**src/logic/sms_cheat_pkg.sv**
```systemverilog
/*
 * Cheat code definitions
 *   Field and entry layout of one code
 *   Table size, slot counter and byte offset types
 *   Flag bit positions
 */
`default_nettype none

package sms_cheat_pkg;

	// ========================================
	// Sizes
	// ========================================
	localparam int CHEAT_SLOTS = 4;
	localparam int CODE_BYTES  = 16;  // flags, addr, compare, replace
	localparam int SLOT_W      = $clog2(CHEAT_SLOTS);
	localparam int OFF_W       = $clog2(CODE_BYTES);

	localparam int FLAG_COMPARE = 0;  // Patch only on a matching fetched byte

	typedef logic [31:0]      cheat_word_t;
	typedef logic [SLOT_W:0]  slot_cnt_t;  // Counts 0 to CHEAT_SLOTS
	typedef logic [OFF_W-1:0] code_off_t;

	// ========================================
	// Table layout
	// ========================================
	typedef struct packed {
		logic        valid;
		cheat_word_t flags;
		cheat_word_t addr;
		cheat_word_t compare;
		cheat_word_t replace;
	} cheat_entry_t;

	// Slot 0 has the highest priority on a read
	typedef cheat_entry_t [CHEAT_SLOTS-1:0] cheat_table_t;

endpackage

`default_nettype wire

```
**src/logic/sms_mem_pkg.sv**
```systemverilog
/*
 * Memory-side definitions for the cartridge path
 *   Scalar types for bytes, ROM addresses and download offsets
 *   Download beat and cartridge address map
 *   Console read request and response
 *   Wishbone classic request and response
 */
`default_nettype none

package sms_mem_pkg;

	// ========================================
	// Scalar types and constants
	// ========================================
	typedef logic [7:0]  byte_t;
	typedef logic [21:0] rom_addr_t;  // 4 MB console ROM space
	typedef logic [24:0] dl_addr_t;
	typedef logic [7:0]  dl_index_t;

	localparam dl_index_t   CODE_INDEX = 8'hff;  // Stream index of cheat codes
	localparam int unsigned HDR_BYTES  = 512;    // Copier header in front of the image

	// ========================================
	// Structured signals
	// ========================================
	typedef struct packed {
		logic      wr;        // One-cycle pulse per byte
		logic      download;
		dl_index_t index;
		dl_addr_t  addr;
		byte_t     data;
	} dl_beat_t;

	typedef struct packed {
		rom_addr_t mask;
		rom_addr_t mask_hdr;  // Mask of the image with the header skipped
		logic      has_hdr;
	} cart_map_t;

	typedef struct packed {
		logic      valid;
		rom_addr_t addr;
	} rom_req_t;

	typedef struct packed {
		logic  ready;
		byte_t data;
	} rom_rsp_t;

	typedef struct packed {
		logic      cyc;
		logic      stb;
		logic      we;
		rom_addr_t adr;
		byte_t     dat_w;
	} wb_req_t;

	typedef struct packed {
		logic  ack;
		byte_t dat_r;
	} wb_rsp_t;

endpackage

`default_nettype wire
```
**src/logic/sms_cart_top.sv**
```systemverilog
/*
 * Cartridge subsystem top
 *   Cart loader, cheat loader and ROM port
 */
`timescale 1ns/1ps
`default_nettype none

module sms_cart_top (
	input  wire                         clk_sys,
	input  wire                         rst_n,
	input  wire sms_mem_pkg::dl_beat_t  dl,
	output wire                         dl_wait,
	input  wire                         cheat_en,
	input  wire sms_mem_pkg::rom_req_t  rd_req,
	output wire sms_mem_pkg::rom_rsp_t  rd_rsp,
	output wire sms_mem_pkg::wb_req_t   wb_m,
	input  wire sms_mem_pkg::wb_rsp_t   wb_s,
	output wire                         cheat_avail,
	output wire                         loading
);

	import sms_mem_pkg::*;
	import sms_cheat_pkg::*;

	cart_map_t    cart_map;
	wb_req_t      wb_wr;     // Loader write request
	logic         wb_wr_ack;
	cheat_table_t cheat_table;

	cart_loader u_cart_loader (
		.clk_sys  (clk_sys),
		.rst_n    (rst_n),
		.dl       (dl),
		.dl_wait  (dl_wait),
		.wb_wr    (wb_wr),
		.wb_ack   (wb_wr_ack),
		.loading  (loading),
		.cart_map (cart_map)
	);

	cheat_loader u_cheat_loader (
		.clk_sys     (clk_sys),
		.rst_n       (rst_n),
		.dl          (dl),
		.cheat_table (cheat_table),
		.cheat_avail (cheat_avail)
	);

	// Only bus master towards the memory
	rom_port u_rom_port (
		.clk_sys     (clk_sys),
		.rst_n       (rst_n),
		.loading     (loading),
		.wb_wr       (wb_wr),
		.wb_wr_ack   (wb_wr_ack),
		.cart_map    (cart_map),
		.cheat_table (cheat_table),
		.cheat_en    (cheat_en),
		.rd_req      (rd_req),
		.rd_rsp      (rd_rsp),
		.wb_m        (wb_m),
		.wb_s        (wb_s)
	);

endmodule

`default_nettype wire

```
**src/logic/rom_port.sv**
```systemverilog
/*
 * ROM port
 *   Bus sharing between the cart loader and console reads
 *   Read FSM with header skip and image masking
 *   Cheat match and byte patch on the read data
 */
`timescale 1ns/1ps
`default_nettype none

module rom_port (
	input  wire                               clk_sys,
	input  wire                               rst_n,
	input  wire                               loading,
	input  wire sms_mem_pkg::wb_req_t         wb_wr,
	output logic                              wb_wr_ack,
	input  wire sms_mem_pkg::cart_map_t       cart_map,
	input  wire sms_cheat_pkg::cheat_table_t  cheat_table,
	input  wire                               cheat_en,
	input  wire sms_mem_pkg::rom_req_t        rd_req,
	output sms_mem_pkg::rom_rsp_t             rd_rsp,
	output sms_mem_pkg::wb_req_t              wb_m,
	input  wire sms_mem_pkg::wb_rsp_t         wb_s
);

	import sms_mem_pkg::*;
	import sms_cheat_pkg::*;

	typedef enum logic [1:0] {
		ST_IDLE,
		ST_READ,
		ST_RESP
	} rd_state_t;

	rd_state_t state;
	rom_addr_t req_addr;  // Console address, used for the cheat match
	rom_addr_t bus_addr;  // Mapped address driven on the bus
	rom_addr_t map_addr;
	byte_t     rd_data;
	byte_t     patched;
	logic      hit;
	logic      rd_ack;
	wb_req_t   rd_bus;

	// ========================================
	// Address map
	// ========================================
	always_comb begin
		if (cart_map.has_hdr) begin
			map_addr = (rd_req.addr + rom_addr_t'(HDR_BYTES)) & cart_map.mask_hdr;
		end else begin
			map_addr = rd_req.addr & cart_map.mask;
		end
	end

	// ========================================
	// Read FSM
	// ========================================
	assign rd_ack = (state == ST_READ) && !loading && wb_s.ack;

	always_ff @(posedge clk_sys) begin
		if (!rst_n) begin
			state <= ST_IDLE;
		end else begin
			case (state)
				ST_IDLE: if (rd_req.valid && !loading) state <= ST_READ;
				ST_READ: begin
					if (loading) begin
						state <= ST_IDLE;  // Loader takes the bus, read is retried
					end else if (rd_ack) begin
						state <= ST_RESP;
					end
				end
				ST_RESP: state <= ST_IDLE;
				default: state <= ST_IDLE;
			endcase
		end
	end

	always_ff @(posedge clk_sys) begin
		if (state == ST_IDLE && rd_req.valid) begin
			req_addr <= rd_req.addr;
			bus_addr <= map_addr;
		end
		if (rd_ack) begin
			rd_data <= patched;
		end
	end

	// Lowest matching slot decides, even when its compare fails
	always_comb begin
		patched = wb_s.dat_r;
		hit     = 1'b0;
		for (int i = 0; i < CHEAT_SLOTS; i++) begin
			if (!hit && cheat_table[i].valid &&
				cheat_table[i].addr == cheat_word_t'(req_addr)) begin
				hit = 1'b1;
				if (cheat_en && (!cheat_table[i].flags[FLAG_COMPARE] ||
					wb_s.dat_r == cheat_table[i].compare[7:0])) begin
					patched = cheat_table[i].replace[7:0];
				end
			end
		end
	end

	// ========================================
	// Bus sharing
	// ========================================
	assign rd_bus = '{cyc: (state == ST_READ), stb: (state == ST_READ), we: 1'b0,
		adr: bus_addr, dat_w: '0};

	assign wb_m      = loading ? wb_wr : rd_bus;
	assign wb_wr_ack = loading && wb_s.ack;
	assign rd_rsp    = '{ready: (state == ST_RESP) && !loading, data: rd_data};

endmodule

`default_nettype wire

```
**src/logic/cheat_loader.sv**
```systemverilog
/*
 * Cheat code loader
 *   Byte assembly of 16-byte codes from the cheat stream
 *   Table of CHEAT_SLOTS entries filled in order
 *   Table clear at the start of a cart image
 */
`timescale 1ns/1ps
`default_nettype none

module cheat_loader (
	input  wire                          clk_sys,
	input  wire                          rst_n,
	input  wire sms_mem_pkg::dl_beat_t   dl,
	output sms_cheat_pkg::cheat_table_t  cheat_table,
	output logic                         cheat_avail
);

	import sms_mem_pkg::*;
	import sms_cheat_pkg::*;

	logic         code_wr;
	logic         tbl_clr;
	logic         code_last;
	logic         tbl_full;
	code_off_t    code_off;
	cheat_word_t  flags_q;
	cheat_word_t  addr_q;
	cheat_word_t  cmp_q;
	cheat_word_t  rep_q;
	cheat_entry_t new_entry;
	cheat_table_t table_q;
	slot_cnt_t    fill_cnt;

	assign code_wr   = dl.download && dl.wr && (dl.index == CODE_INDEX);
	assign tbl_clr   = dl.download && dl.wr && (dl.index != CODE_INDEX) && (dl.addr == '0);
	assign code_off  = dl.addr[OFF_W-1:0];
	assign code_last = code_wr && (code_off == code_off_t'(CODE_BYTES - 1));
	assign tbl_full  = (fill_cnt == slot_cnt_t'(CHEAT_SLOTS));

	// Fields are little-endian, two offset bits pick the field
	always_ff @(posedge clk_sys) begin
		if (code_wr) begin
			case (code_off[3:2])
				2'd0: flags_q[{code_off[1:0], 3'b000} +: 8] <= dl.data;
				2'd1: addr_q[{code_off[1:0], 3'b000} +: 8]  <= dl.data;
				2'd2: cmp_q[{code_off[1:0], 3'b000} +: 8]   <= dl.data;
				default: rep_q[{code_off[1:0], 3'b000} +: 8] <= dl.data;
			endcase
		end
	end

	always_comb begin
		new_entry = '{valid: 1'b1, flags: flags_q, addr: addr_q, compare: cmp_q, replace: rep_q};
		new_entry.replace[31:24] = dl.data;  // Top byte comes with the commit beat
	end

	// ========================================
	// Table fill
	// ========================================
	always_ff @(posedge clk_sys) begin
		if (!rst_n) begin
			table_q  <= '0;
			fill_cnt <= '0;
		end else if (tbl_clr) begin
			table_q  <= '0;
			fill_cnt <= '0;
		end else if (code_last && !tbl_full) begin
			table_q[fill_cnt[SLOT_W-1:0]] <= new_entry;
			fill_cnt <= fill_cnt + 1'b1;
		end
	end

	assign cheat_table = table_q;
	assign cheat_avail = (fill_cnt != '0);

endmodule

`default_nettype wire

```
**src/logic/cart_loader.sv**
```systemverilog
/*
 * Cart download to Wishbone write converter
 *   One bus write per download byte, with dl_wait back-pressure
 *   Address mask, header mask and header flag of the loaded image
 */
`timescale 1ns/1ps
`default_nettype none

module cart_loader (
	input  wire                         clk_sys,
	input  wire                         rst_n,
	input  wire sms_mem_pkg::dl_beat_t  dl,
	output logic                        dl_wait,
	output sms_mem_pkg::wb_req_t        wb_wr,
	input  wire                         wb_ack,
	output logic                        loading,
	output sms_mem_pkg::cart_map_t      cart_map
);

	import sms_mem_pkg::*;

	logic      cart_dl;
	logic      cart_wr;
	logic      dl_prev;
	logic      dl_rise;
	logic      dl_fall;
	logic      wr_busy;   // Write request outstanding on the bus
	rom_addr_t wr_addr;   // Next address to write
	rom_addr_t wr_adr;
	byte_t     wr_dat;
	dl_addr_t  img_size;
	cart_map_t map_q;

	assign cart_dl = dl.download && (dl.index != CODE_INDEX);
	assign cart_wr = cart_dl && dl.wr;
	assign dl_rise = cart_dl && !dl_prev;
	assign dl_fall = !cart_dl && dl_prev;

	// ========================================
	// Write request and handshake
	// ========================================
	always_ff @(posedge clk_sys) begin
		if (!rst_n) begin
			dl_prev <= 1'b0;
			wr_busy <= 1'b0;
			wr_addr <= '0;
		end else begin
			dl_prev <= cart_dl;
			if (dl_rise) begin
				wr_addr <= '0;  // New image starts at zero
			end
			if (cart_wr) begin
				wr_busy <= 1'b1;
			end else if (wr_busy && wb_ack) begin
				wr_busy <= 1'b0;
				wr_addr <= wr_adr + 1'b1;
			end
		end
	end

	// Held steady until ack
	always_ff @(posedge clk_sys) begin
		if (cart_wr) begin
			wr_adr <= dl_rise ? '0 : wr_addr;  // First beat may come with the edge
			wr_dat <= dl.data;
		end
	end

	// ========================================
	// Address map of the image
	// ========================================
	always_ff @(posedge clk_sys) begin
		if (!rst_n) begin
			map_q <= '0;
		end else begin
			if (cart_wr) begin
				if (dl.addr == '0) begin
					map_q.mask <= '0;
				end else begin
					map_q.mask <= map_q.mask | dl.addr[21:0];
				end
				// Offsets below the header wrap high and are wiped at HDR_BYTES
				if (dl.addr == dl_addr_t'(HDR_BYTES)) begin
					map_q.mask_hdr <= '0;
				end else begin
					map_q.mask_hdr <= map_q.mask_hdr | (dl.addr[21:0] - rom_addr_t'(HDR_BYTES));
				end
			end
			if (dl_rise) begin
				map_q.has_hdr <= 1'b0;
			end else if (dl_fall) begin
				map_q.has_hdr <= img_size[$clog2(HDR_BYTES)];  // Size is 512 past a bank
			end
		end
	end

	always_ff @(posedge clk_sys) begin
		if (cart_wr) begin
			img_size <= dl.addr + 1'b1;
		end
	end

	assign dl_wait  = wr_busy;
	assign loading  = dl_prev || wr_busy;  // Covers the last write after download drops
	assign cart_map = map_q;
	assign wb_wr    = '{cyc: wr_busy, stb: wr_busy, we: 1'b1, adr: wr_adr, dat_w: wr_dat};

endmodule

`default_nettype wire

```
**config.mk**
```make
export PLATFORM = sky130hd
export DESIGN_NAME = sms_cart_top
export DESIGN_NICKNAME = d
export VERILOG_FILES = /design/src/logic/sms_cheat_pkg.sv /design/src/logic/sms_mem_pkg.sv /design/src/logic/sms_cart_top.sv /design/src/logic/rom_port.sv /design/src/logic/cheat_loader.sv /design/src/logic/cart_loader.sv
export SDC_FILE = /design/constraint.sdc
export NUM_CORES = 1
export LEC_CHECK = 0
export ABC_AREA = 1
export BUFFER_PORTS_ARGS = -buffer_cell sky130_fd_sc_hd__buf_2
export CAP_MARGIN = 20
export CORE_ASPECT_RATIO = 0.7
export CORE_MARGIN = 1
export CORE_UTILIZATION = 55
export DETAILED_ROUTE_END_ITERATION = 8
export PLACE_DENSITY_LB_ADDON = 0.08
export SYNTH_ARGS = -nofsm -noshare
export SYNTH_HDL_FRONTEND = slang
export SYNTH_SLANG_ARGS = --single-unit
```
**constraint.sdc**
```tcl
create_clock -name clk_sys -period 8.75 [get_ports clk_sys]
set_input_delay 0.4375 -clock clk_sys [delete_from_list [all_inputs] [get_ports clk_sys]]
set_output_delay 0.4375 -clock clk_sys [all_outputs]
set_load 0.02 [all_outputs]
```
---- Yosys cells after proc, flatten, opt, wreduce, memory -nomap -nowiden ----
Cells that the tools add are included.
word-level totals
  output and inout bits ................... 45
  register bits after elaboration ......... 810
  logic and storage cells ................. 162
  bits of input ports ..................... 78
operators by class
  bitwise gates (word level) .............. 6
  add/subtract/negate cells ............... 6
  order comparisons ....................... 2
  shift operators ......................... 2
  mux-type cells .......................... 31
  reduce and logical (&&, ||, !) cells .... 58
  equality and inequality tests ........... 19
operators by type and width
  cell                    count
  $bwmux 516              1
  $demux 129 s2           1
  $mux 22                 6
  $mux 129                1
  $bwmux 32               4
  $eq 32x22->1            4
  $mux 8                  8
  $and 22x22->22          2
  $or 22x22->22           2
  $mux 33                 1
  $eq 8x8->1              4
  $shift 8x7->32 const A  1
  $shiftx 8x7->32         1
  $logic_and 1x1->1       29
  $eq 25x10->1 const B    1
  $logic_not 25->1        1
  $add 22x1->22 const B   1
  $add 22x10->22 const B  1
  $sub 22x10->22 const B  1
  $logic_not 1->1         11
  $add 10x1->10 const B   1
  $reduce_and 2->1        5
  $eq 8x8->1 const B      1
  $ne 8x8->1 const B      1
  other kinds (20)        35

---- Logic depth before layout (Yosys ltp) ----
Gate-level depths: netlist of the first run.
  word-level depth ........................ 15
  mapped depth ............................ 16
  mapped depth without buffers ............ 15

---- Modules after synthesis ----
Synthesis of the first run repeated with hierarchy kept, for this count alone.
second synthesis, totals
  cell total of the unflattened synthesis .. 5841
  area, all modules ....................... 40034.6 µm²
by module, submodules not included
  module        cells each  seq. area each (µm²)  times used  area each (µm²)
  cheat_loader  4293        13993.4               1           29547.1
  rom_port      971         1601.5                1           5895.7
  cart_loader   577         2312.2                1           4591.9

---- Worst setup path after synthesis of the first run ----
Ideal clock, no wire load.
  path type ............................... reg-to-reg
  start point ............................. reg u_rom_port.state[1]
  end point ............................... reg u_rom_port.bus_addr[0] (enable)
  slack ................................... 5967 ps
  data arrival time ....................... 2337 ps
  clock period less this slack ............ 2783 ps
  data required time ...................... 8304 ps
  buffers on the path ..................... 0
  library setup time ...................... 446 ps
  cell stages (with the launch flop) ...... 4
  cells stage by stage .................... dfxtp_1 > nor2_1 > inv_1 > nor2_1
on the way
  word-level cells in the longest chain between the ends .. 2
RTL lines
  what                    RTL line        source
  start, declared         rom_port.sv:34  rd_state_t state;
  start signal, assigned  rom_port.sv:62  state <= ST_IDLE;
  start signal, assigned  rom_port.sv:65  ST_IDLE: if (rd_req.valid && !loading) state <= ST_READ;
  start signal, assigned  rom_port.sv:68  state <= ST_IDLE;
  $logic_not 2->1         rom_port.sv:80  if (state == ST_IDLE && rd_req.valid) begin
  $logic_and 1x1->1       rom_port.sv:80
  end signal, assigned    rom_port.sv:82  bus_addr <= map_addr;
  end, declared           rom_port.sv:36  rom_addr_t bus_addr;
No other way between the ends.
A chain may end at the register's enable or synchronous reset.

---- Final worst setup path of the first run ----
  start point ............................. in dl[35] (netlist name)
  end point ............................... reg u_cheat_loader.table_q (netlist bit u_cheat_loader.cheat_table[220])
on the way
  word-level cells in the longest chain between the ends .. 4
  elaborated cells between the ends (all ways) .. 8
  those cells by class .................... eq/ne: 2; reduce/logical: 6
RTL lines
  what                                                            RTL line                                source
  start, declared                                                 sms_cart_top.sv:11                      input wire sms_mem_pkg::dl_beat_t dl,
  $ne 8x8->1 or $eq 8x8->1 (tied branches)                        cheat_loader.sv:35, cheat_loader.sv:34
  $logic_and 1x1->1 (on tied branches)                            cheat_loader.sv:35, cheat_loader.sv:34
  $logic_and 1x1->1 (on tied branches)                            cheat_loader.sv:35, cheat_loader.sv:37
  $reduce_or 2->1 (no line) or $logic_and 1x1->1 (tied branches)  n/a
  end signal, assigned by index                                   cheat_loader.sv:68                      table_q[fill_cnt[SLOT_W-1:0]] <= new_entry;
  end, declared                                                   cheat_loader.sv:31                      cheat_table_t table_q;
Parallel ways exist; a longest one is shown, timed or not.

==> metrics.csv, run 1 <==
metric,value,unit
crit path DAT,4570,ps
register area share after synthesis,51.1,%
first-pass GRT wire length,83800,um
Finish-stage setup viols,0,
GRT Residual Overflow,0,
Mapped Area,0.0185,mm2
Total Power,4.00,mW
Main synth FF type,dfxtp_1,
"CP delay by family, top",buffers and inverters,
Die H,155,um
CTS tree,done,
met1 usage,50.7,%
worst slew pin tran,1050,ps
area grow syn2layout,11.3,%
width of the die,221,um
Worst Path Required,9150,ps
fraction of power spent switching nets,24.4,%
number of synthesized flops with an enable pin,132,
CP max-delay cell,buf_4,
total number of vias,15900,
# Max-Cap Violations,0,
die footprint,0.0343,mm2
routing usage on met3,6.91,%
Worst VDD drop,0.000125,V
row count,55,
number of DRC markers in iteration 0,1957,
syn avg cell area,7.97,um2
Slew HR,29.9,%
initial antenna violation count,0,
RePlAce Congestion,1.03,
P_int,3.02,mW
share of flip-flops with an asynchronous set or reset,0,%
vias in the first global route,14300,
DP Wirelength,40000,um
busiest grt layer,met1,
setup TNS,0,ps
Psw,0.974,mW
status,"finished, final reports clean",
Tmin final,4170,ps
Core Footprint,0.0327,mm2
crit end category,flop,
Yosys Warn Count,0,
CP Buf/Inv Count,6,
Synth Register Bits,406,
post-synthesis cell type count,43,
Storage cell area,0.00945,mm2
H-tree Lvls,2,
crit-path max FO,90,
met2 usage,43.5,%
"Slew Viols, Final",0,
Post-Route Skew,22.1,ps
per-cell routed wire length,19.1,um
"CTS clk-pin slew, worst paths",60,ps
area used by multi-input combinational logic,0.00734,mm2
most frequent CP cell,buf_4,
Clock Tree Root,clkbuf_16,
I/O pin count,123,
number of nets in the layout,2480,
RSZ-0062 raised after global routing,no,
Clock Tree Buf Depth,3,
FILL cells,2858,
syn nets,2409,
final hold viol count,0,
routed vias/inst,5.59,
"Clk Latency, worst-skew pair",560,ps
hold_buf cts,0,
leakage power,8.75,nW
antenna cells,0,
antenna-violating nets left,0,
crit-path cells,"buf_2, nand4_1, or2_1, nand3_1, inv_2, buf_4, nand2_1, o21ai_4, buf_4, inv_4, buf_4, o21ai_1, a21oi_1",
number of gates resized after CTS,0,
port bufs,122,
Clk pwr share,42.2,%
DR DRC count,0,
WL final,54500,um
CP startpoint kind,input pin,
First-pass DRT Iterations,6,
Hold WC Path Type,input pin to flop,
Post-Synthesis Cells,2320,
clock sinks,406,
Pwr Density,194,mW/mm2
Starting Density,56.5,%
Logic pwr share,7.4,%
setup bufs post-CTS,0,
share of layout cells above drive strength 1,9.70,%
slowest cell delay on critical path,730,ps
Max Clock Freq,0.240,GHz
largest net degree at the start of global routing,91,
period utilization,47.7,%
sequential share of power,50.4,%
kind of critical path,input pin to flop,
Num CTS Buffers,40,
GRT Total Usage,31.9,%
## per-stage QoR
| stage | hold slack [ps] | instance area, um2 | worst slack, ps | utilization (%) | cells |
|---|---|---|---|---|---|
| after detailed placement | 434 | 19300 | 4150 | 59.0 | 2774 |
| after CTS | 66.0 | 20500 | 4710 | 62.8 | 2847 |
| after floorplan | 422 | 18500 | 5970 | - | 2320 |
| after global routing | 75.2 | 20600 | 4300 | 62.9 | 2849 |
| final | 85.1 | 20600 | 4580 | 62.9 | 2849 |
| after global placement | 430 | 19300 | 4290 | 58.9 | 2773 |
## cells by family after synthesis
| group | share of synthesized area (%) |
|---|---|
| buf+inv | 9.36 |
| compound gates | 15.2 |
| simple gates | 19.9 |
| flops | 51.1 |
| xor+xnor | 3.70 |
| fa+ha+maj | 0.745 |
## final timing paths
kind         cells after the start  slack (ps)                         endpoint                        from
max                             13        4580  u_cheat_loader.cheat_table[220]                      dl[35]
min                              1          90           u_rom_port.req_addr[0]                   rd_req[0]
max reg2reg                     11        5700  u_cheat_loader.cheat_table[194]  u_cheat_loader.fill_cnt[0]
min reg2reg                      2         440       u_cart_loader.cart_map[27]  u_cart_loader.cart_map[27]
## registers in the layout (all words and copies together) (netlist names), 8 cells and up
| register | flops |
|---|---|
| u_cart_loader.wr_adr | 22 |
| u_cheat_loader.cmp_q | 8 |
| u_cheat_loader.cheat_table | 200 |
| u_rom_port.rd_data | 8 |
| u_cheat_loader.addr_q | 32 |
| u_rom_port.req_addr | 22 |
| u_cart_loader.cart_map | 45 |
| u_cart_loader.wr_addr | 22 |
| u_cheat_loader.rep_q | 8 |
| u_rom_port.bus_addr | 22 |
| u_cart_loader.wr_dat | 8 |
## power groups by stage
stage / registers (mW) / logic (mW) / clock network (mW)
final: 2.01 / 0.295 / 1.69
after global routing: 2.02 / 0.320 / 1.78
after CTS: 2.01 / 0.290 / 1.71
after detailed placement: 2.05 / 0.288 / 0
after global placement: 2.05 / 0.285 / 0
after floorplan: 2.04 / 0.184 / 0
## layout make-up
class                      instances  share of cell area [%]
sequential                       406                    45.9
multi-input combinational       1479                    35.7
inverter                         326                    5.96
clock buffer                      57                    5.63
timing repair buffer             138                    3.63
tap                              427                    2.60
clock inverter                    16                   0.547
## routing by layer
layer | routed length [um] | share of wire [%]
met1 | 27000 | 50
met2 | 21300 | 39
met3 | 5230 | 9.6
met4 | 931 | 1.7
met5 | 0 | 0
## synth_stat cells, types with 2 or more instances
| cell type | n | area [um2] |
|---|---|---|
| o211ai_1 | 2 | 15.0 |
| nor2_4 | 2 | 22.5 |
| nor2_1 | 235 | 882 |
| inv_1 | 317 | 1190 |
| xor2_1 | 25 | 219 |
| edfxtp_1 | 132 | 3960 |
| clkbuf_1 | 49 | 184 |
| a31oi_1 | 5 | 31.3 |
| o21ai_1 | 145 | 726 |
| nor4_1 | 3 | 18.8 |
| nand3b_1 | 9 | 67.6 |
| or2_1 | 2 | 12.5 |
| a211oi_1 | 38 | 285 |
| a21oi_1 | 250 | 1250 |
| nand4_1 | 49 | 307 |
| o31ai_1 | 7 | 52.6 |
| nor2_2 | 6 | 37.5 |
| clkbuf_2 | 5 | 25.0 |
| inv_2 | 6 | 22.5 |
| dfxtp_1 | 274 | 5490 |
| nand2_2 | 2 | 12.5 |
| nand2_1 | 407 | 1530 |
| buf_4 | 10 | 75.1 |
| and2_1 | 4 | 25.0 |
| buf_1 | 3 | 11.3 |
| ha_1 | 11 | 138 |
| nor3_2 | 2 | 20.0 |
| nor3_1 | 28 | 140 |
| xnor2_1 | 53 | 464 |
| nand3_1 | 96 | 480 |
| buf_2 | 42 | 210 |
| o21ai_0 | 67 | 335 |
| or2_2 | 12 | 75.1 |
| nor2b_1 | 2 | 12.5 |
| o21a_1 | 10 | 75.1 |
| clkinv_1 | 3 | 11.3 |
## layout by cell type, fill, tap and decap left out, drive strengths merged, types with 3 or more instances in the layout
master / count
nand2: 409
inv: 323
dfxtp: 274
a21oi: 250
nor2: 243
o21ai: 213
buf: 138
edfxtp: 132
nand3: 96
clkbuf: 57
xnor2: 53
nand4: 49
a211oi: 38
nor3: 31
xor2: 25
clkinv: 17
or2: 14
ha: 11
o21a: 10
nand3b: 9
o31ai: 7
a31oi: 5
and2: 4
nor4: 3
(Power assumes the default switching activity.)
==> run 2, diff against run 1 <==
==> constraint.sdc (replaced) <==
create_clock -name clk_sys -period 4.12 [get_ports clk_sys]
set_input_delay 0.206 -clock clk_sys [delete_from_list [all_inputs] [get_ports clk_sys]]
set_output_delay 0.206 -clock clk_sys [all_outputs]
set_load 0.02 [all_outputs]
==> metrics.csv, run 2 (synthesized netlist as in run 1, its figures left out) <==
metric,value,unit
setup bufs post-CTS,0,
port bufs,122,
Finish-stage setup viols,0,
Post-DP Area,0.0193,mm2
crit-path max FO,9,
setup TNS,0,ps
first-pass GRT wire length,86900,um
antenna-violating nets left,0,
Clk pwr share,43.7,%
"commonest non-fill, non-tap cells in the layout","nand2_1 (407), inv_1 (317), dfxtp_1 (274)",
CTS tree,done,
status,"finished, final reports clean",
slowest cell delay on critical path,530,ps
"commonest non-fill, non-tap cell in the layout",nand2_1,
Hold Crit Depth,4,
# Max-Cap Violations,0,
Psw,2.12,mW
Hold WC Path Type,input pin to flop,
crit path DAT,3080,ps
area grow syn2layout,14.6,%
number of nets in the layout,2529,
hold_buf cts,44,
leakage power,9.02,nW
WL final,57300,um
crit-path cells,"xnor2_1, nand2_1, nor2_1, nand2_1, nor2_1, nand2_1, nor2_2, nand2_2, nand2_1, inv_1, nand2_1, a21oi_1",
"Slew Viols, Final",0,
Num CTS Buffers,40,
Worst VDD drop,0.000295,V
clock sinks,406,
RSZ-0062 raised after global routing,no,
share of layout cells above drive strength 1,9.92,%
number of gates resized after CTS,0,
P_int,6.68,mW
Core Footprint,0.0327,mm2
Max Clock Freq,0.360,GHz
H-tree Lvls,2,
Final Cell Area,0.0212,mm2
CP startpoint kind,flop,
total number of vias,16300,
vias in the first global route,14600,
I/O pin count,123,
Tmin final,2780,ps
per-cell routed wire length,19.8,um
Pwr Density,415,mW/mm2
initial antenna violation count,2,
crit end category,flop,
fraction of power spent switching nets,24.1,%
sequential share of power,48.6,%
First-pass DRT Iterations,6,
number of DRC markers in iteration 0,2100,
Starting Density,56.5,%
DP Wirelength,41500,um
Slew HR,35.3,%
DR DRC count,0,
dpl ws,1310,ps
RePlAce Congestion,1.04,
worst slew pin tran,963,ps
GRT Total Usage,33.3,%
"Clk Latency, worst-skew pair",560,ps
most frequent CP cell,nand2_1,
largest net degree at the start of global routing,78,
hold slack,22.2,ps
GRT Residual Overflow,0,
period utilization,67.4,%
Clock Tree Buf Depth,3,
Post-Route Skew,11.2,ps
routed vias/inst,5.63,
Worst Path Required,4420,ps
setup ws final,1340,ps
Logic pwr share,7.7,%
die footprint,0.0343,mm2
width of the die,221,um
max reg flops,200,
"CTS clk-pin slew, worst paths",70,ps
CP max-delay cell,edfxtp_1,
final hold viol count,0,
Die H,155,um
kind of critical path,flop to flop,
row count,55,
Worst R2R Path Depth,12,
Clock Tree Root,clkbuf_16,
-- run 2: changes by cell type in the layout (fill, tap and decap cells not counted), sizes merged --
cell and delta:
diode +2, dlygate4sd3 +44, buf +5, bufinv +1, inv +1, clkbuf +5, clkinv -8
-- run 2: per-layer routing --
layer  share of wire, %  vias up  track usage, %
met5                  0        -               0
li1                   -     7828               -
met2                 40      694            45.7
met3                 11       69            7.71
met1                 48     7718            52.3
met4                1.5        0            6.93
-- run 2: layout make-up --
cell class / instances / area, um2
Clock inverter: 10 / 115
Clock buffer: 62 / 1260
Multi-Input combinational cell: 1479 / 7340
Timing Repair Buffer: 187 / 1240
Tap cell: 427 / 534
Sequential cell: 406 / 9450
Inverter: 326 / 1230
Antenna cell: 2 / 5.00
Fill cell: 2790 / 11500
-- run 2: metrics by stage --
stage / utilization (%) / total power, mW / cells
after floorplan: - / 4.73 / 2320
after global placement: 59.1 / 4.97 / 2779
after detailed placement: 59.2 / 4.98 / 2780
after CTS: 64.7 / 8.81 / 2896
after global routing: 64.8 / 9.02 / 2899
final: 64.8 / 8.79 / 2899
-- run 2: power groups by stage --
stage	Sequential (mW)	Combinational (mW)	Clock [mW]
floorplan	4.34	0.390	0
global placement	4.36	0.614	0
detailed placement	4.36	0.620	0
CTS	4.27	0.656	3.88
global route	4.28	0.725	4.02
finish	4.27	0.674	3.84
-- run 2: path summary, 6_finish.rpt --
path	from	endpoint	slack, ps
hold / removal	dl[29]	u_cart_loader.cart_map[22]	20
setup reg to reg	u_rom_port.req_addr[13]	u_rom_port.rd_data[2]	1340
hold reg to reg	u_cart_loader.cart_map[28]	u_cart_loader.cart_map[28]	440
setup / recovery	u_rom_port.req_addr[13]	u_rom_port.rd_data[2]	1340
-- run 2: critical path, delay by kind of cell (launching register included) --
kind	cells	cell delay (ps)
AND/OR/NAND/NOR	9	1410
buffers and inverters	1	60
XOR/XNOR	1	450
AO/OA/AOI/OAI	1	70
flip-flops	1	530
==> run 3, diff against run 2 <==
==> constraint.sdc (replaced) <==
create_clock -name clk_sys -period 2.4 [get_ports clk_sys]
set_input_delay 0.12 -clock clk_sys [delete_from_list [all_inputs] [get_ports clk_sys]]
set_output_delay 0.12 -clock clk_sys [all_outputs]
set_load 0.02 [all_outputs]
==> metrics.csv, run 3 (synthesized netlist as in run 1, its figures left out) <==
metric,value,unit
DP Wirelength,42800,um
Starting Density,56.5,%
kind of critical path,flop to output port,
worst slew pin tran,585,ps
routed vias/inst,5.54,
status,"finished, final reports clean",
CP startpoint kind,flop,
Die H,155,um
"commonest non-fill, non-tap cells in the layout","nand2_1 (405), inv_1 (317), dfxtp_1 (274)",
Finish-stage setup viols,0,
Hold WC Path Type,input pin to flop,
crit path DAT,2140,ps
I/O pin count,123,
Max Clock Freq,0.443,GHz
crit-path max FO,45,
Num CTS Buffers,40,
die footprint,0.0343,mm2
First-pass DRT Iterations,6,
Post-DP Area,0.0199,mm2
largest net degree at the start of global routing,100,
Pwr Density,691,mW/mm2
Clock Tree Root,clkbuf_16,
Total Power,15.1,mW
Slew HR,61.0,%
width of the die,221,um
period utilization,94.0,%
antenna-violating nets left,0,
Post-Route Skew,13.0,ps
port bufs,122,
GRT Total Usage,33.3,%
area grow syn2layout,18.3,%
Clock Tree Buf Depth,3,
number of DRC markers in iteration 0,1761,
RSZ-0062 raised after global routing,no,
"Clk Latency, worst-skew pair",550,ps
WL final,57900,um
H-tree Lvls,2,
initial antenna violation count,3,
number of nets in the layout,2598,
vias in the first global route,14900,
"CTS clk-pin slew, worst paths",60,ps
CTS tree,done,
GRT Residual Overflow,0,
final hold viol count,0,
Tmin final,2260,ps
FILL cells,2697,
max reg flops,200,
row count,55,
total number of vias,16400,
first-pass GRT wire length,86800,um
crit end category,output port,
share of layout cells above drive strength 1,12.2,%
"Slew Viols, Final",0,
Core Footprint,0.0327,mm2
# Max-Cap Violations,0,
RePlAce Congestion,0.988,
"commonest non-fill, non-tap cell in the layout",nand2_1,
leakage power,9.40,nW
Final Cell Area,0.0219,mm2
Worst Path Required,2280,ps
per-cell routed wire length,19.5,um
DR DRC count,0,
clock sinks,406,
Worst VDD drop,0.000551,V
==> run 3: layout make-up <==
| type | count | area, um2 | share of cell area [%] |
|---|---|---|---|
| Timing Repair Buffer | 256 | 1900 | 8.71 |
| Sequential cell | 406 | 9450 | 43.2 |
| Tap cell | 427 | 534 | 2.44 |
| Clock inverter | 15 | 178 | 0.813 |
| Multi-Input combinational cell | 1479 | 7390 | 33.8 |
| Inverter | 326 | 1230 | 5.61 |
| Clock buffer | 57 | 1180 | 5.39 |
| Antenna cell | 1 | 2.50 | 0.0114 |
==> run 3: worst paths after layout <==
kind                              startpoint                          to  slack, ps  cells after the start
setup / recovery       u_cart_loader.dl_wait                    wb_m[25]        140                      5
hold / removal                        dl[28]  u_cart_loader.cart_map[43]         10                      4
setup reg to reg     u_rom_port.req_addr[21]       u_rom_port.rd_data[6]        170                     13
hold reg to reg   u_cart_loader.cart_map[25]  u_cart_loader.cart_map[25]        440                      2
==> run 3: layer usage <==
layer | global-route usage (%) | vias to the layer above | part of all wire, %
li1 | - | 7970 | -
met1 | 51.7 | 7683 | 49
met2 | 46.0 | 722 | 40
met3 | 8.50 | 71 | 10
met4 | 6.89 | 0 | 1.5
met5 | 0 | - | 0
==> run 3: timing repair <==
action / in CTS / in global routing
gates resized for setup: 2 / 9
endpoints found under the hold margin: 94 / 0
cloned: 0 / 0
endpoints found under the setup margin: 8 / 9
buffers inserted: 0 / 2
pin swaps: 0 / 1
hold buffers: 55 / 0
==> run 3: where the power goes <==
group	switching (mW)	leakage [nW]	internal [mW]	total (mW)
clock network	2.71	0.664	3.86	6.56
logic	0.812	5.37	0.419	1.23
registers	0.0956	3.36	7.23	7.33
total	3.61	9.40	11.5	15.1
==> run 3: critical path, stage by stage, from the launching register on <==
cell,delay [ps]
dfxtp_1,360
nor2_4,120
buf_4,430
nand2_1,290
o21ai_0,180
buf_2,210
==> run 3: metrics by stage <==
step | setup WS (ps) | utilization, % | TNS [ps] | cells | hold WS [ps]
finish | 143 | 66.9 | 0 | 2967 | 12.4
global route | 12.1 | 66.9 | 0 | 2966 | 41.8
CTS | 10.8 | 66.7 | 0 | 2964 | 3.40
detailed placement | -186 | 60.8 | -1370 | 2837 | 315
global placement | -224 | 60.8 | -1670 | 2837 | 310
floorplan | 155 | - | 0 | 2320 | 219
